$ cat src/logic/fp_dec_defines.svh
`ifndef FP_DEC_DEFINES_SVH
`define FP_DEC_DEFINES_SVH

////////////////////////////////////////
// instruction fields
////////////////////////////////////////

// instruction word width
`define FP_DEC_ILEN 32
// fp register index width
`define FP_DEC_REG_W 5
// rounding mode field width, funct3
`define FP_DEC_RM_W 3

////////////////////////////////////////
// queue and flow control
////////////////////////////////////////

// decode queue entries, also the credits fetch starts with
`define FP_DEC_DEPTH 4
// credits held toward issue after reset
`define FP_DEC_OUT_CREDITS 2
// credit counter width
`define FP_DEC_CRED_W 3

// extension level out of reset, F and D
`define FP_DEC_RESET_EXT fp_dec_pkg::EXT_DOUBLE

`endif
$ cat src/logic/fp_dec_pkg.sv
`include "fp_dec_defines.svh"

package fp_dec_pkg;

  // major opcodes of the F and D extensions
  typedef enum logic [6:0] {
    OPC_LOAD_FP  = 7'b0000111,
    OPC_STORE_FP = 7'b0100111,
    OPC_MADD     = 7'b1000011,
    OPC_MSUB     = 7'b1000111,
    OPC_NMSUB    = 7'b1001011,
    OPC_NMADD    = 7'b1001111,
    OPC_OP_FP    = 7'b1010011
  } fp_opcode_e;

  // fpu operation groups
  typedef enum logic [3:0] {
    OP_FMADD, OP_FNMSUB, OP_ADD, OP_MUL, OP_DIV, OP_SQRT, OP_SGNJ,
    OP_MINMAX, OP_CMP, OP_CLASSIFY, OP_F2F, OP_F2I, OP_I2F
  } fp_operation_e;

  typedef enum logic {FMT_FP32, FMT_FP64} fp_format_e;

  // supported extension level
  typedef enum logic [1:0] {
    EXT_NONE   = 2'd0,
    EXT_SINGLE = 2'd1,
    EXT_DOUBLE = 2'd2
  } fp_ext_e;

  // 101 and 110 are reserved
  typedef enum logic [`FP_DEC_RM_W-1:0] {
    RM_RNE = 3'b000,
    RM_RTZ = 3'b001,
    RM_RDN = 3'b010,
    RM_RUP = 3'b011,
    RM_RMM = 3'b100,
    RM_DYN = 3'b111
  } fp_rm_e;

  // one decoded instruction as held in the queue
  typedef struct packed {
    logic [`FP_DEC_REG_W-1:0] rs1;
    logic [`FP_DEC_REG_W-1:0] rs2;
    logic [`FP_DEC_REG_W-1:0] rs3;
    logic [`FP_DEC_REG_W-1:0] rd;
    fp_rm_e                   rm;
    logic                     rm_dynamic;
    fp_operation_e            operation;
    logic                     op_mod;
    fp_format_e               src_fmt;
    logic                     load;
    logic                     illegal;
  } fp_dec_entry_t;

endpackage

$ cat src/logic/fp_decoder_top.sv
`timescale 1ns/10ps
`include "fp_dec_defines.svh"

module fp_decoder_top (
  input  logic                          clk_i,
  input  logic                          rst_n_i,
  input  logic                          cfg_we_i,
  input  fp_dec_pkg::fp_ext_e           cfg_ext_i,
  input  logic                          in_valid_i,
  input  logic [`FP_DEC_ILEN-1:0]       instr_i,
  input  logic                          out_credit_i,
  output logic                          in_credit_o,
  output logic                          out_valid_o,
  // decoded results, valid with out_valid_o
  output logic [`FP_DEC_REG_W-1:0]      rs1_o,
  output logic [`FP_DEC_REG_W-1:0]      rs2_o,
  output logic [`FP_DEC_REG_W-1:0]      rs3_o,
  output logic [`FP_DEC_REG_W-1:0]      rd_o,
  output fp_dec_pkg::fp_rm_e            rm_o,
  output logic                          rm_dynamic_o,
  output fp_dec_pkg::fp_operation_e     operation_o,
  output logic                          op_mod_o,
  output fp_dec_pkg::fp_format_e        src_fmt_o,
  output logic                          load_o,
  output logic                          illegal_o
);

  import fp_dec_pkg::*;

  fp_ext_e       ext;
  // classify result and queue head
  fp_dec_entry_t dec_entry;
  fp_dec_entry_t head_entry;

  fp_ext_cfg fp_ext_cfg_inst (
    .clk_i     (clk_i),
    .rst_n_i   (rst_n_i),
    .cfg_we_i  (cfg_we_i),
    .cfg_ext_i (cfg_ext_i),
    .ext_o     (ext)
  );

  fp_insn_classify fp_insn_classify_inst (
    .instr_i (instr_i),
    .ext_i   (ext),
    .entry_o (dec_entry)
  );

  fp_decode_stage fp_decode_stage_inst (
    .clk_i        (clk_i),
    .rst_n_i      (rst_n_i),
    .in_valid_i   (in_valid_i),
    .entry_i      (dec_entry),
    .out_credit_i (out_credit_i),
    .entry_o      (head_entry),
    .out_valid_o  (out_valid_o),
    .in_credit_o  (in_credit_o)
  );

  // unpack the queue head onto the result ports
  assign rs1_o        = head_entry.rs1;
  assign rs2_o        = head_entry.rs2;
  assign rs3_o        = head_entry.rs3;
  assign rd_o         = head_entry.rd;
  assign rm_o         = head_entry.rm;
  assign rm_dynamic_o = head_entry.rm_dynamic;
  assign operation_o  = head_entry.operation;
  assign op_mod_o     = head_entry.op_mod;
  assign src_fmt_o    = head_entry.src_fmt;
  assign load_o       = head_entry.load;
  assign illegal_o    = head_entry.illegal;

endmodule

$ cat src/logic/fp_decode_stage.sv
`timescale 1ns/10ps
`include "fp_dec_defines.svh"

module fp_decode_stage (
  input  logic                      clk_i,
  input  logic                      rst_n_i,
  input  logic                      in_valid_i,
  input  fp_dec_pkg::fp_dec_entry_t entry_i,
  input  logic                      out_credit_i,
  output fp_dec_pkg::fp_dec_entry_t entry_o,
  output logic                      out_valid_o,
  output logic                      in_credit_o
);

  import fp_dec_pkg::*;

  localparam int DEPTH  = `FP_DEC_DEPTH;
  localparam int PTR_W  = $clog2(DEPTH);
  localparam int CRED_W = `FP_DEC_CRED_W;
  localparam logic [CRED_W-1:0] CRED_MAX = CRED_W'(`FP_DEC_OUT_CREDITS);
  localparam logic [PTR_W-1:0]  PTR_LAST = PTR_W'(DEPTH - 1);

  fp_dec_entry_t     mem_q [DEPTH];
  logic [PTR_W-1:0]  wr_ptr_q;
  logic [PTR_W-1:0]  rd_ptr_q;
  logic [PTR_W:0]    fill_q;
  logic [CRED_W-1:0] credits_q;
  logic              in_credit_q;
  logic              empty;
  logic              full;
  logic              pop;

  assign empty = (fill_q == '0);
  assign full  = (fill_q == (PTR_W + 1)'(DEPTH));
  // a transfer happens whenever an entry and a credit are both present
  assign pop   = !empty && (credits_q != '0);

  // payload storage
  always_ff @(posedge clk_i) begin
    if (in_valid_i) begin
      mem_q[wr_ptr_q] <= entry_i;
    end
  end

  ////////////////////////////////////////
  // pointers, fill and credits
  ////////////////////////////////////////

  always_ff @(posedge clk_i or negedge rst_n_i) begin
    if (!rst_n_i) begin
      wr_ptr_q    <= '0;
      rd_ptr_q    <= '0;
      fill_q      <= '0;
      credits_q   <= CRED_MAX;
      in_credit_q <= 1'b0;
    end else begin
      if (in_valid_i) begin
        wr_ptr_q <= (wr_ptr_q == PTR_LAST) ? '0 : wr_ptr_q + 1'b1;
      end
      if (pop) begin
        rd_ptr_q <= (rd_ptr_q == PTR_LAST) ? '0 : rd_ptr_q + 1'b1;
      end
      case ({in_valid_i, pop})
        2'b10:   fill_q <= fill_q + 1'b1;
        2'b01:   fill_q <= fill_q - 1'b1;
        default: fill_q <= fill_q;
      endcase
      // issue returns one, each transfer spends one
      case ({out_credit_i, pop})
        2'b10:   credits_q <= credits_q + 1'b1;
        2'b01:   credits_q <= credits_q - 1'b1;
        default: credits_q <= credits_q;
      endcase
      // freed slot goes back to fetch a cycle later
      in_credit_q <= pop;
    end
  end

  assign entry_o     = mem_q[rd_ptr_q];
  assign out_valid_o = pop;
  assign in_credit_o = in_credit_q;

  // fetch must hold back once its credits are gone
  a_no_write_full : assert property (@(posedge clk_i) disable iff (!rst_n_i)
    in_valid_i |-> !full)
    else $error("write into a full decode queue");

  // issue never returns more than it was given
  a_credit_max : assert property (@(posedge clk_i) disable iff (!rst_n_i)
    credits_q <= CRED_MAX)
    else $error("output credit count above its limit");

endmodule

$ cat src/logic/fp_insn_classify.sv
`timescale 1ns/10ps
`include "fp_dec_defines.svh"

module fp_insn_classify (
  input  logic [`FP_DEC_ILEN-1:0] instr_i,
  input  fp_dec_pkg::fp_ext_e     ext_i,
  output fp_dec_pkg::fp_dec_entry_t entry_o
);

  import fp_dec_pkg::*;

  fp_opcode_e               opcode;
  logic [6:0]               funct7;
  logic [`FP_DEC_RM_W-1:0]  funct3;
  logic [`FP_DEC_REG_W-1:0] rs2_field;
  // reserved rounding modes 101 and 110
  logic                     rm_bad;
  fp_operation_e            op;
  logic                     op_mod;
  fp_format_e               fmt;
  logic                     is_load;
  // encoding found in the decode table
  logic                     listed;
  // funct3 is a rounding mode for this op
  logic                     uses_rm;
  logic                     fmt_ok;
  logic                     illegal;

  assign opcode    = fp_opcode_e'(instr_i[6:0]);
  assign funct7    = instr_i[31:25];
  assign funct3    = instr_i[14:12];
  assign rs2_field = instr_i[24:20];
  assign rm_bad    = (funct3 == 3'b101) || (funct3 == 3'b110);

  ////////////////////////////////////////
  // decode table
  ////////////////////////////////////////

  always_comb begin
    op      = OP_FMADD;
    op_mod  = 1'b0;
    fmt     = FMT_FP32;
    is_load = 1'b0;
    listed  = 1'b0;
    uses_rm = 1'b0;
    case (opcode)
      OPC_LOAD_FP, OPC_STORE_FP: begin
        // flw/fsw 010, fld/fsd 011
        is_load = (opcode == OPC_LOAD_FP);
        listed  = (funct3 == 3'b010) || (funct3 == 3'b011);
        fmt     = fp_format_e'(funct3[0]);
      end
      OPC_MADD, OPC_MSUB, OPC_NMSUB, OPC_NMADD: begin
        // msub and nmadd are the negated-addend variants
        op      = ((opcode == OPC_MADD) || (opcode == OPC_MSUB)) ? OP_FMADD : OP_FNMSUB;
        op_mod  = (opcode == OPC_MSUB) || (opcode == OPC_NMADD);
        fmt     = fp_format_e'(instr_i[25]);
        listed  = ~instr_i[26];
        uses_rm = 1'b1;
      end
      OPC_OP_FP: begin
        // funct7 bit 0 is the format, the rest selects the op
        fmt = fp_format_e'(funct7[0]);
        case (funct7[6:1])
          6'b000000: begin
            op      = OP_ADD;
            listed  = 1'b1;
            uses_rm = 1'b1;
          end
          // fsub
          6'b000010: begin
            op      = OP_ADD;
            op_mod  = 1'b1;
            listed  = 1'b1;
            uses_rm = 1'b1;
          end
          6'b000100: begin
            op      = OP_MUL;
            listed  = 1'b1;
            uses_rm = 1'b1;
          end
          6'b000110: begin
            op      = OP_DIV;
            listed  = 1'b1;
            uses_rm = 1'b1;
          end
          6'b010110: begin
            op      = OP_SQRT;
            listed  = (rs2_field == '0);
            uses_rm = 1'b1;
          end
          // fsgnj, fsgnjn, fsgnjx
          6'b001000: begin
            op     = OP_SGNJ;
            listed = (funct3 == 3'b000) || (funct3 == 3'b001) || (funct3 == 3'b010);
          end
          // fmin, fmax
          6'b001010: begin
            op     = OP_MINMAX;
            listed = (funct3 == 3'b000) || (funct3 == 3'b001);
          end
          // fle, flt, feq
          6'b101000: begin
            op     = OP_CMP;
            listed = (funct3 == 3'b000) || (funct3 == 3'b001) || (funct3 == 3'b010);
          end
          // fcvt.s.d takes rs2 00001, fcvt.d.s takes 00000
          // both directions need D, so the format is fp64
          6'b010000: begin
            op      = OP_F2F;
            fmt     = FMT_FP64;
            listed  = (rs2_field == {4'b0000, ~funct7[0]});
            uses_rm = 1'b1;
          end
          // fcvt.w[u].s / .d, rs2 bit 0 picks unsigned
          6'b110000: begin
            op      = OP_F2I;
            op_mod  = rs2_field[0];
            listed  = (rs2_field[4:1] == '0);
            uses_rm = 1'b1;
          end
          // fcvt.s / .d.w[u]
          6'b110100: begin
            op      = OP_I2F;
            op_mod  = rs2_field[0];
            listed  = (rs2_field[4:1] == '0);
            uses_rm = 1'b1;
          end
          // fclass, or fmv.x.w on the fp32 side
          6'b111000: begin
            if ((rs2_field == '0) && (funct3 == 3'b001)) begin
              op     = OP_CLASSIFY;
              listed = 1'b1;
            end else if ((rs2_field == '0) && (funct3 == 3'b000) && !funct7[0]) begin
              op     = OP_ADD;
              listed = 1'b1;
            end
          end
          // fmv.w.x, fp32 only
          6'b111100: begin
            op     = OP_ADD;
            listed = (rs2_field == '0) && (funct3 == 3'b000) && !funct7[0];
          end
          default: begin
            listed = 1'b0;
          end
        endcase
      end
      default: begin
        listed = 1'b0;
      end
    endcase
  end

  ////////////////////////////////////////
  // legality and result
  ////////////////////////////////////////

  // none rejects all, single rejects fp64
  assign fmt_ok  = (ext_i == EXT_DOUBLE) || ((ext_i == EXT_SINGLE) && (fmt == FMT_FP32));
  assign illegal = !listed || !fmt_ok || (uses_rm && rm_bad);

  // register fields pass straight through
  assign entry_o.rs1        = instr_i[19:15];
  assign entry_o.rs2        = rs2_field;
  assign entry_o.rs3        = instr_i[31:27];
  assign entry_o.rd         = instr_i[11:7];
  assign entry_o.rm         = fp_rm_e'(funct3);
  assign entry_o.rm_dynamic = (funct3 == 3'b111);
  assign entry_o.src_fmt    = fmt;
  assign entry_o.illegal    = illegal;
  // illegal words carry a neutral op
  assign entry_o.operation  = illegal ? OP_FMADD : op;
  assign entry_o.op_mod     = illegal ? 1'b0 : op_mod;
  assign entry_o.load       = illegal ? 1'b0 : is_load;

endmodule

$ cat src/logic/fp_ext_cfg.sv
`timescale 1ns/10ps
`include "fp_dec_defines.svh"

module fp_ext_cfg (
  input  logic                clk_i,
  input  logic                rst_n_i,
  input  logic                cfg_we_i,
  input  fp_dec_pkg::fp_ext_e cfg_ext_i,
  output fp_dec_pkg::fp_ext_e ext_o
);

  import fp_dec_pkg::*;

  fp_ext_e ext_q;
  logic    wr_legal;

  // only the three defined levels are accepted
  assign wr_legal = (cfg_ext_i == EXT_NONE) || (cfg_ext_i == EXT_SINGLE) ||
                    (cfg_ext_i == EXT_DOUBLE);

  always_ff @(posedge clk_i or negedge rst_n_i) begin
    if (!rst_n_i) begin
      ext_q <= `FP_DEC_RESET_EXT;
    end else if (cfg_we_i && wr_legal) begin
      ext_q <= cfg_ext_i;
    end
  end

  // level seen by the decoder from the next cycle on
  assign ext_o = ext_q;

  // decode logic relies on one of the three known levels
  a_ext_legal : assert property (@(posedge clk_i) disable iff (!rst_n_i)
    ext_o inside {EXT_NONE, EXT_SINGLE, EXT_DOUBLE})
    else $error("extension level left the defined set");

endmodule

$ cat config.mk
export PLATFORM = sky130hd
export DESIGN_NAME = fp_decoder_top
export DESIGN_NICKNAME = d
export VERILOG_FILES = /design/src/logic/fp_dec_pkg.sv /design/src/logic/fp_decoder_top.sv /design/src/logic/fp_decode_stage.sv /design/src/logic/fp_insn_classify.sv /design/src/logic/fp_ext_cfg.sv
export VERILOG_INCLUDE_DIRS = /design/src /design/src/logic
export SDC_FILE = /design/constraint.sdc
export NUM_CORES = 1
export LEC_CHECK = 0
export BUFFER_PORTS_ARGS = -buffer_cell sky130_fd_sc_hd__buf_2
export CELL_PAD_IN_SITES_DETAIL_PLACEMENT = 1
export CELL_PAD_IN_SITES_GLOBAL_PLACEMENT = 1
export CORE_UTILIZATION = 40
export CTS_CLUSTER_SIZE = 25
export DETAILED_ROUTE_END_ITERATION = 8
export PLACE_DENSITY = 0.67
export SETUP_SLACK_MARGIN = 0.5
export SYNTH_ARGS = -nofsm -noshare
export SYNTH_HDL_FRONTEND = slang
export SYNTH_SLANG_ARGS = --single-unit
$ cat constraint.sdc
create_clock -name clk_i -period 2.15 [get_ports clk_i]
set_input_delay 0.215 -clock clk_i [delete_from_list [all_inputs] [get_ports clk_i]]
set_output_delay 0.215 -clock clk_i [all_outputs]
set_load 0.005 [all_outputs]
==> impl_metrics.tcl, run 1 <==
set metrics [dict create \
    fin_crit_sh_pct 93.68 \
    whs_path_depth 1 \
    syn2layout_area_growth_pct 30.80 \
    syn_nets 379 \
    synth_top_family_by_area "multiplexers" \
    synth_fa_ha_area_share_pct 2.142 \
    drc_errors 0 \
    syn_inst 331 \
    dieWidth_um 124.1 \
    synth_xor_area_share_pct 1.176 \
    routed.top_layer "met4" \
    avgSynthCellArea_um2 18.00 \
    drt_first_iter_violations 240 \
    intPower_uw 7248 \
    power_density_mw_per_mm2 1289 \
    seq_area_mm2 0.004174 \
    synth_ff_type "edfxtp_1" \
    rr_worst_depth 8 \
    start_util_pct 41.00 \
    hpwl_mm 8.618 \
    clk_pin_slew_ps 60 \
    finish.net_count 505 \
    power_frac_seq_pct 37.2 \
    io_buffers 72 \
    maxCapViolCount 0 \
    totalWireLength_mm 14.11 \
    layout_commonest_cell "edfxtp_1" \
    rsz0062_at_grt "true" \
    critPathKind "in -> reg" \
    crit_required_ps 2340 \
    ios 73 \
    hold_path_end "fp_decode_stage_inst.mem_q[0][29]" \
    ys_seq_area_share_pct 70.00 \
    power.switching_uw 2796 \
    finalCriticalPeriod_ps 2014 \
    yosys.area_share.simple_pct 7.054 \
    ys_types 55 \
    track_usage_pct 19.44 \
    dr_wl_met2_mm 7.518 \
    yosys_warnings 0 \
    ys_seq_elements 141 \
    pwr-share-comb_pct 32.3 \
    tns_ps 0 \
    clk-insertion-delay-late_ps 420 \
    dpl_cell_area_mm2 0.006770 \
    synthMuxAreaShare_pct 13.33 \
    die_area_mm2 0.01539 \
    path_max_fanout 5 \
    slew-limit-headroom_pct 60.56 \
    worstPathArrival_ps 2200 \
    first_global_vias 3830 \
    cts.sinks 141 \
    viasPerCell 5.359 \
    synth_edf_count 128 \
    final_hold_viol_count 0 \
    dr_wl_met3_um 546 \
    finalSetupViolCount 0 \
    leakage_uw 0.002820 \
    synthesis.area_mm2 0.005959 \
    grt_max_degree 25 \
    grt_antenna_before_repair 0 \
    multiInputGateArea_mm2 0.001794 \
    routedLengthMet1_mm 5.818 \
    fmax_ghz 0.4965 \
    hold_class "in -> reg" \
    r2r_end "fp_decode_stage_inst.fill_q[2]" \
    min_from "instr_i[17]" \
    diodes 0 \
    worstMarginPinSlew_ps 586.6 \
    final_area_mm2 0.007795 \
    overflow 0 \
    final_cell_mix "edfxtp_1 (128), buf_2 (64), buf_4 (33)" \
    grt_pass1_wl_mm 21.23 \
    worstSetupEndpointType "flop" \
    die_y_um 124.1 \
    drtAntennaViolNets 0 \
    cts_made_buffers 17 \
    p_sw_share_pct 27.84 \
    fillers 1353 \
    rrSetupSlack_ps 280 \
    cts_root_buf "clkbuf_16" \
    ctsHtreeMaxLevel 4 \
    globalplace.congestion 0.9044 \
    layout-drive-gt1-share_pct 45.51 \
    core-area_mm2 0.01453 \
    synthArstFlopShare_pct 9.220 \
    rr_startpoint "fp_decode_stage_inst.credits_q[1]" \
    power.share.clock_pct 30.5 \
    rows 44 \
    drtPass1Iterations 4 \
    finalClockSkew_ps 5.750 \
    cts_tree "yes" \
    slew_violations 0 \
    outcome "completed" \
    cts_buffer_depth 2 \
    synth-compound-area-share_pct 4.535 \
    wl_per_cell_um 21.64 \
    vias 3494 \
    start_kind "input port" \
    ir_drop_mv 0.6107 \
]
==> registers in the layout (all words and copies together) (netlist names) <==
register / cells
fp_decode_stage_inst.credits_q: 3
fp_decode_stage_inst.fill_q: 3
fp_decode_stage_inst.in_credit_o: 1
fp_decode_stage_inst.mem_q: 128
fp_decode_stage_inst.rd_ptr_q: 2
fp_decode_stage_inst.wr_ptr_q: 2
fp_ext_cfg_inst.ext_o: 2
==> worst max-delay path by stage <==
stage                 from                          endpoint  slack (ps)  cells after the start
2_1_floorplan  instr_i[21]  fp_decode_stage_inst.mem_q[0][3]         -70                      5
3_3_place_gp   instr_i[21]  fp_decode_stage_inst.mem_q[0][1]        -310                      6
3_5_place_dp   instr_i[22]  fp_decode_stage_inst.mem_q[0][5]        -380                      6
4_1_cts        instr_i[21]  fp_decode_stage_inst.mem_q[1][1]         100                      6
5_1_grt        instr_i[23]  fp_decode_stage_inst.mem_q[1][1]         100                      6
6_report       instr_i[23]  fp_decode_stage_inst.mem_q[2][3]         140                      6
==> worst max-delay path, stage by stage <==
cell and delay, ps:
buf_6 90, or4_4 550, or4_4 510, a2bb2oi_2 150
a31o_4 280, a2111oi_4 400
==> per-layer routing <==
layer	vias up	GRT usage, %
met3	16	4.625
met5	-	0
li1	1585	-
met2	96	33.63
met4	0	6.622
met1	1797	23.78
==> area by class of cell <==
type | instances | share of cell area [%]
Sequential cell | 141 | 53.55
Multi-Input combinational cell | 162 | 23.02
Timing Repair Buffer | 122 | 11.94
Clock buffer | 17 | 5.457
Tap cell | 184 | 2.953
Clock inverter | 13 | 2.456
Inverter | 13 | 0.6260
==> stage by stage <==
stage / instances / power [uW] / utilization (%) / setup slack [ps] / hold slack [ps]
floorplan: 331 / 5398 / - / -71.98 / -80.59
global placement: 597 / 6436 / 46.58 / -308.3 / 125.6
detailed placement: 597 / 6533 / 46.58 / -376.8 / 132.3
CTS: 640 / 9748 / 52.20 / 98.88 / 1.090
global route: 652 / 10560 / 53.63 / 98.09 / 7.801
finish: 652 / 10040 / 53.63 / 136.0 / 17.53
==> power by group through the flow <==
stage | combinational (uW) | clock, uW | sequential, uW
floorplan | 1700 | 0 | 3700
global placement | 2660 | 0 | 3780
detailed placement | 2710 | 0 | 3820
CTS | 2880 | 3120 | 3750
global route | 3540 | 3230 | 3780
finish | 3250 | 3060 | 3740
==> cells in the mapped netlist, types with 3 or more instances <==
library cell  instances  area share (%)
a21oi_1               5            0.42
and2_1                5            0.52
buf_1                 3            0.19
clkbuf_1             12            0.76
dfrtp_1              11             4.6
edfxtp_1            128              64
ha_1                  7             1.5
inv_1                13            0.82
mux2_2                3            0.57
mux2i_1               4            0.67
mux4_2               32              12
nand2_1               7            0.44
nand3_1               4            0.34
nor2_1               16             1.0
nor2b_1               8            0.84
nor3_1                7            0.59
nor3b_1               4            0.50
nor4_1                3            0.31
o21ai_0               9            0.76
xnor2_1               3            0.44
xor2_1                5            0.73
==> cells by family (layout without fill, tap and decap cells) <==
family                     Yosys count  after routing
AOI/OAI and AO/OA                   34             34
xor gates and xnor gates             8              8
buffers and inverters               28            165
and+or+nand+nor                     72             72
DFF                                141            141
muxes                               39             39
adders and majority gates            9              9
==> timing repair <==
action,CTS,global route
endpoints found under the hold margin,25,4
gates cloned,0,3
pin swaps,12,7
buffers inserted,9,8
endpoints found under the setup margin,65,87
resized for setup,16,12
hold buffers,4,1
No activity file was read; power rests on OpenSTA's default activity.
==> run 2, diff against run 1 <==
- CORE_UTILIZATION: 40 -> 49
- PLACE_DENSITY: 0.67 -> 0.8
==> run 2 against run 1 <==
- the flow now finishes with violations (design-rule violations)
- count of clock-buffer cells in the layout is 4 higher
- die area down 18%
- total power down 4.7%
- combinational power up 3%
- fmax decreased by 1.5%
- clock skew barely moved
- worst setup slack got worse by 30 ps
- critical path type unchanged
- critical endpoint is now fp_decode_stage_inst.mem_q[0][0]
- largest cell class unchanged
- largest power group unchanged
- highest routed layer unchanged
==> impl_metrics.tcl, run 2 (synthesis results as in run 1) <==
set metrics [dict create \
    die_area_mm2 0.01261 \
    wl_per_cell_um 23.39 \
    dieWidth_um 112.3 \
    dpl_cell_area_mm2 0.006720 \
    cts_root_buf "clkbuf_16" \
    ctsHtreeMaxLevel 4 \
    syn2layout_area_growth_pct 27.31 \
    worstSetupEndpointType "flop" \
    critPathKind "in -> reg" \
    finalSetupViolCount 0 \
    cts_buffer_depth 2 \
    crit_required_ps 2300 \
    fmax_ghz 0.4891 \
    ir_drop_mv 0.5515 \
    rsz0062_at_grt "true" \
    cts_tree "yes" \
    start_util_pct 51.31 \
    slew-limit-headroom_pct 50.63 \
    finish.net_count 498 \
    fillers 1039 \
    first_global_vias 3784 \
    hpwl_mm 8.492 \
    clk_pin_slew_ps 50 \
    drtPass1Iterations 7 \
    ios 73 \
    seq_area_mm2 0.004175 \
    top_regs "fp_decode_stage_inst.mem_q x128, fp_decode_stage_inst.credits_q x3, fp_decode_stage_inst.fill_q x3" \
    clk-insertion-delay-late_ps 410 \
    drt_first_iter_violations 312 \
    fin_crit_sh_pct 95.09 \
    cts_made_buffers 17 \
    layout_commonest_cell "edfxtp_1" \
    largest_reg_flops 128 \
    hold_class "in -> reg" \
    cts.sinks 141 \
    grt_max_degree 35 \
    core-area_mm2 0.01161 \
    grt_antenna_before_repair 0 \
    tns_ps 0 \
    final_hold_viol_count 0 \
    power_density_mw_per_mm2 1262 \
    largest_register "fp_decode_stage_inst.mem_q" \
    path_max_fanout 5 \
    failed_checks "design-rule violations" \
    viasPerCell 5.762 \
    drc_errors 5 \
    final_area_mm2 0.007587 \
    die_y_um 112.3 \
    multiInputGateArea_mm2 0.001828 \
    maxCapViolCount 0 \
    grt_pass1_wl_mm 21.57 \
    finalClockSkew_ps 5.514 \
    outcome "finished, violations left" \
    drtAntennaViolNets 0 \
    placed_cells 553 \
    final_cell_mix "edfxtp_1 (128), buf_2 (69), mux4_2 (32)" \
    track_usage_pct 23.65 \
    leakage_uw 0.002716 \
    totalWireLength_mm 14.13 \
    layout-drive-gt1-share_pct 44.03 \
    slew_violations 0 \
    worstMarginPinSlew_ps 734.3 \
    globalplace.congestion 0.8537 \
    diodes 0 \
    start_kind "input port" \
    vias 3480 \
    io_buffers 72 \
    rows 39 \
    hold_ws_ps 17.14 \
    overflow 0 \
    instances_no_fill 604 \
    worstPathArrival_ps 2190 \
    finalCriticalPeriod_ps 2044 \
]
## run 2: cell count changes in the layout (fill, tap and decap cells not counted), moves of 3 or more
| cell | change |
|---|---|
| buf_2 | +5 |
| buf_4 | -8 |
| bufinv_16 | -4 |
| clkbuf_1 | +4 |
| clkinv_2 | +3 |
| dlygate4sd3_1 | -3 |
| inv_6 | -3 |
## run 2: final timing paths
kind                                                          end                         startpoint  depth (start not counted)  slack [ps]
worst max-delay path             fp_decode_stage_inst.mem_q[0][0]                        instr_i[23]                          7         110
worst max register to register  fp_decode_stage_inst.credits_q[2]  fp_decode_stage_inst.credits_q[1]                          8         220
max in group asynchronous                fp_ext_cfg_inst.ext_o[1]                            rst_n_i                          2        1620
min in group asynchronous        fp_decode_stage_inst.in_credit_o                            rst_n_i                          2         230
worst min-delay path            fp_decode_stage_inst.mem_q[1][12]                         instr_i[7]                          1          20
worst min register to register           fp_ext_cfg_inst.ext_o[1]           fp_ext_cfg_inst.ext_o[1]                          2         520
## run 2: stage by stage
stage                     setup WS [ps]  utilization (%)  power, uW
after floorplan                  -71.98                -       5398
after global placement           -302.6            57.86       6373
after detailed placement         -472.5            57.86       6504
after CTS                         98.74            64.08       9315
after global routing              84.11            65.33      10010
final                             105.6            65.33       9574
## run 2: critical path, cell delays in order
cell	delay, ps
buf_6	100
or4_4	570
or4_4	510
a2bb2oi_2	150
a31o_4	280
buf_4	160
a21o_1	220
## run 2: layer usage
layer | global-route usage [%] | share of wire, % | vias up
met5 | 0 | 0 | -
met4 | 6.578 | 1.4 | 0
met3 | 6.263 | 4.7 | 17
met2 | 41.08 | 54 | 119
met1 | 29.45 | 40 | 1782
li1 | - | - | 1562
## run 2: power by group
part | total [uW] | switching, uW | internal [uW] | leakage (uW)
clock network | 2450 | 1010 | 1440 | 0.000233
logic | 3350 | 1550 | 1810 | 0.00116
registers | 3770 | 218 | 3550 | 0.00132
## run 2: layout make-up
type | instances | share of cell area, %
Multi-Input combinational cell | 162 | 24.09
Inverter | 13 | 0.6431
Tap cell | 143 | 2.358
Clock buffer | 21 | 5.805
Sequential cell | 141 | 55.03
Clock inverter | 9 | 0.6596
Timing Repair Buffer | 115 | 11.41
## run 2: what timing repair did
| action | in CTS | in global routing |
|---|---|---|
| pin swaps | 15 | 13 |
| gates resized for setup | 19 | 15 |
| setup endpoints to repair | 85 | 67 |
| hold buffers | 2 | 0 |
| endpoints found under the hold margin | 17 | 0 |
| cloned | 2 | 1 |
| buffers inserted | 10 | 6 |
==> run 3, diff against run 2 <==
- CAP_MARGIN: not set -> 20
- CORE_UTILIZATION: 49 -> 53
- PLACE_DENSITY: 0.8 -> 0.85
- clock period: 2.15 -> 2.4 ns (I/O delays scaled with it)
==> run 3 against run 2 <==
- the flow now finishes without violations
- total power down 3.7%
- critical path depth fell by 3
- critical path type is now reg -> out
- worst hold slack better by 44 ps
- sequential power shrank 8.8%
- highest routed layer unchanged
- global-route usage grew 8.1 points
==> impl_metrics.tcl, run 3 (synthesis results as in run 1) <==
set metrics [dict create \
    outcome "completed" \
    power_density_mw_per_mm2 1181 \
    syn2layout_area_growth_pct 31.01 \
    ctsHtreeMaxLevel 4 \
    finalCriticalPeriod_ps 2184 \
    final_cell_mix "edfxtp_1 (128), buf_2 (66), mux4_2 (32)" \
    vias 3847 \
    grt_pass1_wl_mm 25.51 \
    top_regs "fp_decode_stage_inst.mem_q x128, fp_decode_stage_inst.credits_q x3, fp_decode_stage_inst.fill_q x3" \
    core-area_mm2 0.01089 \
    crit_required_ps 2160 \
    drt_first_iter_violations 230 \
    layout-drive-gt1-share_pct 42.86 \
    rsz0062_at_grt "true" \
    dieWidth_um 108.0 \
    viasPerCell 6.245 \
    cts_buffer_depth 2 \
    power.switching_uw 2870 \
    cts.sinks 141 \
    power.share.clock_pct 29.1 \
    fillers 920 \
    cts_made_buffers 17 \
    cts_root_buf "clkbuf_8" \
    finish.utilization_pct 71.71 \
    drc_errors 0 \
    die_y_um 108.0 \
    grtUsageMet2_pct 55.14 \
    largest_register "fp_decode_stage_inst.mem_q" \
    rows 38 \
    min_from "instr_i[28]" \
    p_sw_share_pct 31.12 \
    clk_pin_slew_ps 60 \
    cts_tree "yes" \
    fmax_ghz 0.4579 \
    hold_path_end "fp_decode_stage_inst.mem_q[0][18]" \
    maxCapViolCount 0 \
    worst_slack_ps 216.2 \
    grt_antenna_before_repair 0 \
    start_kind "flop" \
    overflow 0 \
    grtUsageMet3_pct 7.715 \
    slew-limit-headroom_pct 54.73 \
    rr_worst_depth 8 \
    power_frac_seq_pct 37.3 \
    largest_reg_flops 128 \
    worstSetupEndpointType "primary output" \
    hpwl_mm 9.250 \
    worstMarginPinSlew_ps 673.4 \
    whs_path_depth 1 \
    pwr-share-comb_pct 33.6 \
    r2r_end "fp_decode_stage_inst.credits_q[2]" \
    layout_commonest_cell "edfxtp_1" \
    fin_crit_sh_pct 90.99 \
    finalClockSkew_ps 10.81 \
    grtUsageMet1_pct 38.02 \
    hold_class "in -> reg" \
    wl_per_cell_um 28.71 \
    die_area_mm2 0.01167 \
    start_util_pct 54.73 \
    io_buffers 72 \
    first_global_vias 4122 \
    ir_drop_mv 0.8116 \
    finish.net_count 511 \
    placed_cells 548 \
    instances_no_fill 616 \
    slew_violations 0 \
    grt_busiest_layer "met2" \
    grt_max_degree 28 \
    worstPathArrival_ps 1940 \
    dp_slack_ps -226.7 \
    finalSetupViolCount 0 \
    leakage_uw 0.002822 \
    track_usage_pct 31.78 \
    p_total_uw 9220 \
    final_hold_viol_count 0 \
    drtPass1Iterations 5 \
    path_max_fanout 7 \
    clk-insertion-delay-late_ps 540 \
    critPathKind "reg -> out" \
    rrSetupSlack_ps 390 \
    globalplace.congestion 0.8269 \
    rr_startpoint "fp_decode_stage_inst.credits_q[1]" \
    ios 73 \
    intPower_uw 6350 \
    drtAntennaViolNets 0 \
    diodes 0 \
    tns_ps 0 \
    totalWireLength_mm 17.68 \
]
## run 3: repair_timing
item                                    4_1_cts  5_1_grt
endpoints found under the setup margin       64       55
hold endpoints to repair                     73        0
gates cloned                                  2        0
setup buffers                                10        5
pin swaps                                    17        9
hold buffers                                 19        0
gates resized for setup                      19       16
## run 3: layer usage
metal  vias to the layer above  share of wire, %
met5                         -                 0
met4                         0               2.2
met3                        32               5.8
met2                       216                54
met1                      1999                38
li1                       1600                 -
## run 3: critical path: stages (launching register included)
cell and delay (ps):
dfrtp_2 440, buf_12 140, buf_16 150, mux4_2 530, buf_2 150
## run 3: power by group through the flow
stage / combinational (uW) / clock [uW] / sequential, uW
finish: 3100 / 2680 / 3440
global placement: 2310 / 0 / 3360
global route: 3270 / 2750 / 3480
detailed placement: 2430 / 0 / 3420
CTS: 2870 / 2650 / 3400
floorplan: 1490 / 0 / 3320
## run 3: worst max-delay path by stage
stage,start,endpoint,slack (ps),cells past startpoint
2_1_floorplan,instr_i[21],fp_decode_stage_inst.mem_q[0][3],150,5
3_3_place_gp,instr_i[21],fp_decode_stage_inst.mem_q[0][1],-80,6
3_5_place_dp,instr_i[21],fp_decode_stage_inst.mem_q[2][7],-230,7
4_1_cts,fp_decode_stage_inst.rd_ptr_q[0],operation_o[0],250,3
5_1_grt,fp_decode_stage_inst.rd_ptr_q[0],rm_o[2],170,4
6_report,fp_decode_stage_inst.rd_ptr_q[0],src_fmt_o,220,4
## run 3: final cells by class
cell class                      instances  area, um^2  area share [%]
Inverter                               13       48.80          0.6250
Clock inverter                         14       168.9           2.163
Clock buffer                           18       417.9           5.353
Multi-Input combinational cell        162        1822           23.33
Tap cell                              140       175.2           2.244
Timing Repair Buffer                  128       999.7           12.80
Sequential cell                       141        4175           53.48
## run 3: per-stage QoR
| stage | hold WS (ps) | instance area (um^2) |
|---|---|---|
| final | 61.42 | 7807 |
| after global routing | 53.87 | 7807 |
| after CTS | 46.77 | 7682 |
| after detailed placement | 157.3 | 6689 |
| after global placement | 154.2 | 6689 |
| after floorplan | -55.59 | 5995 |
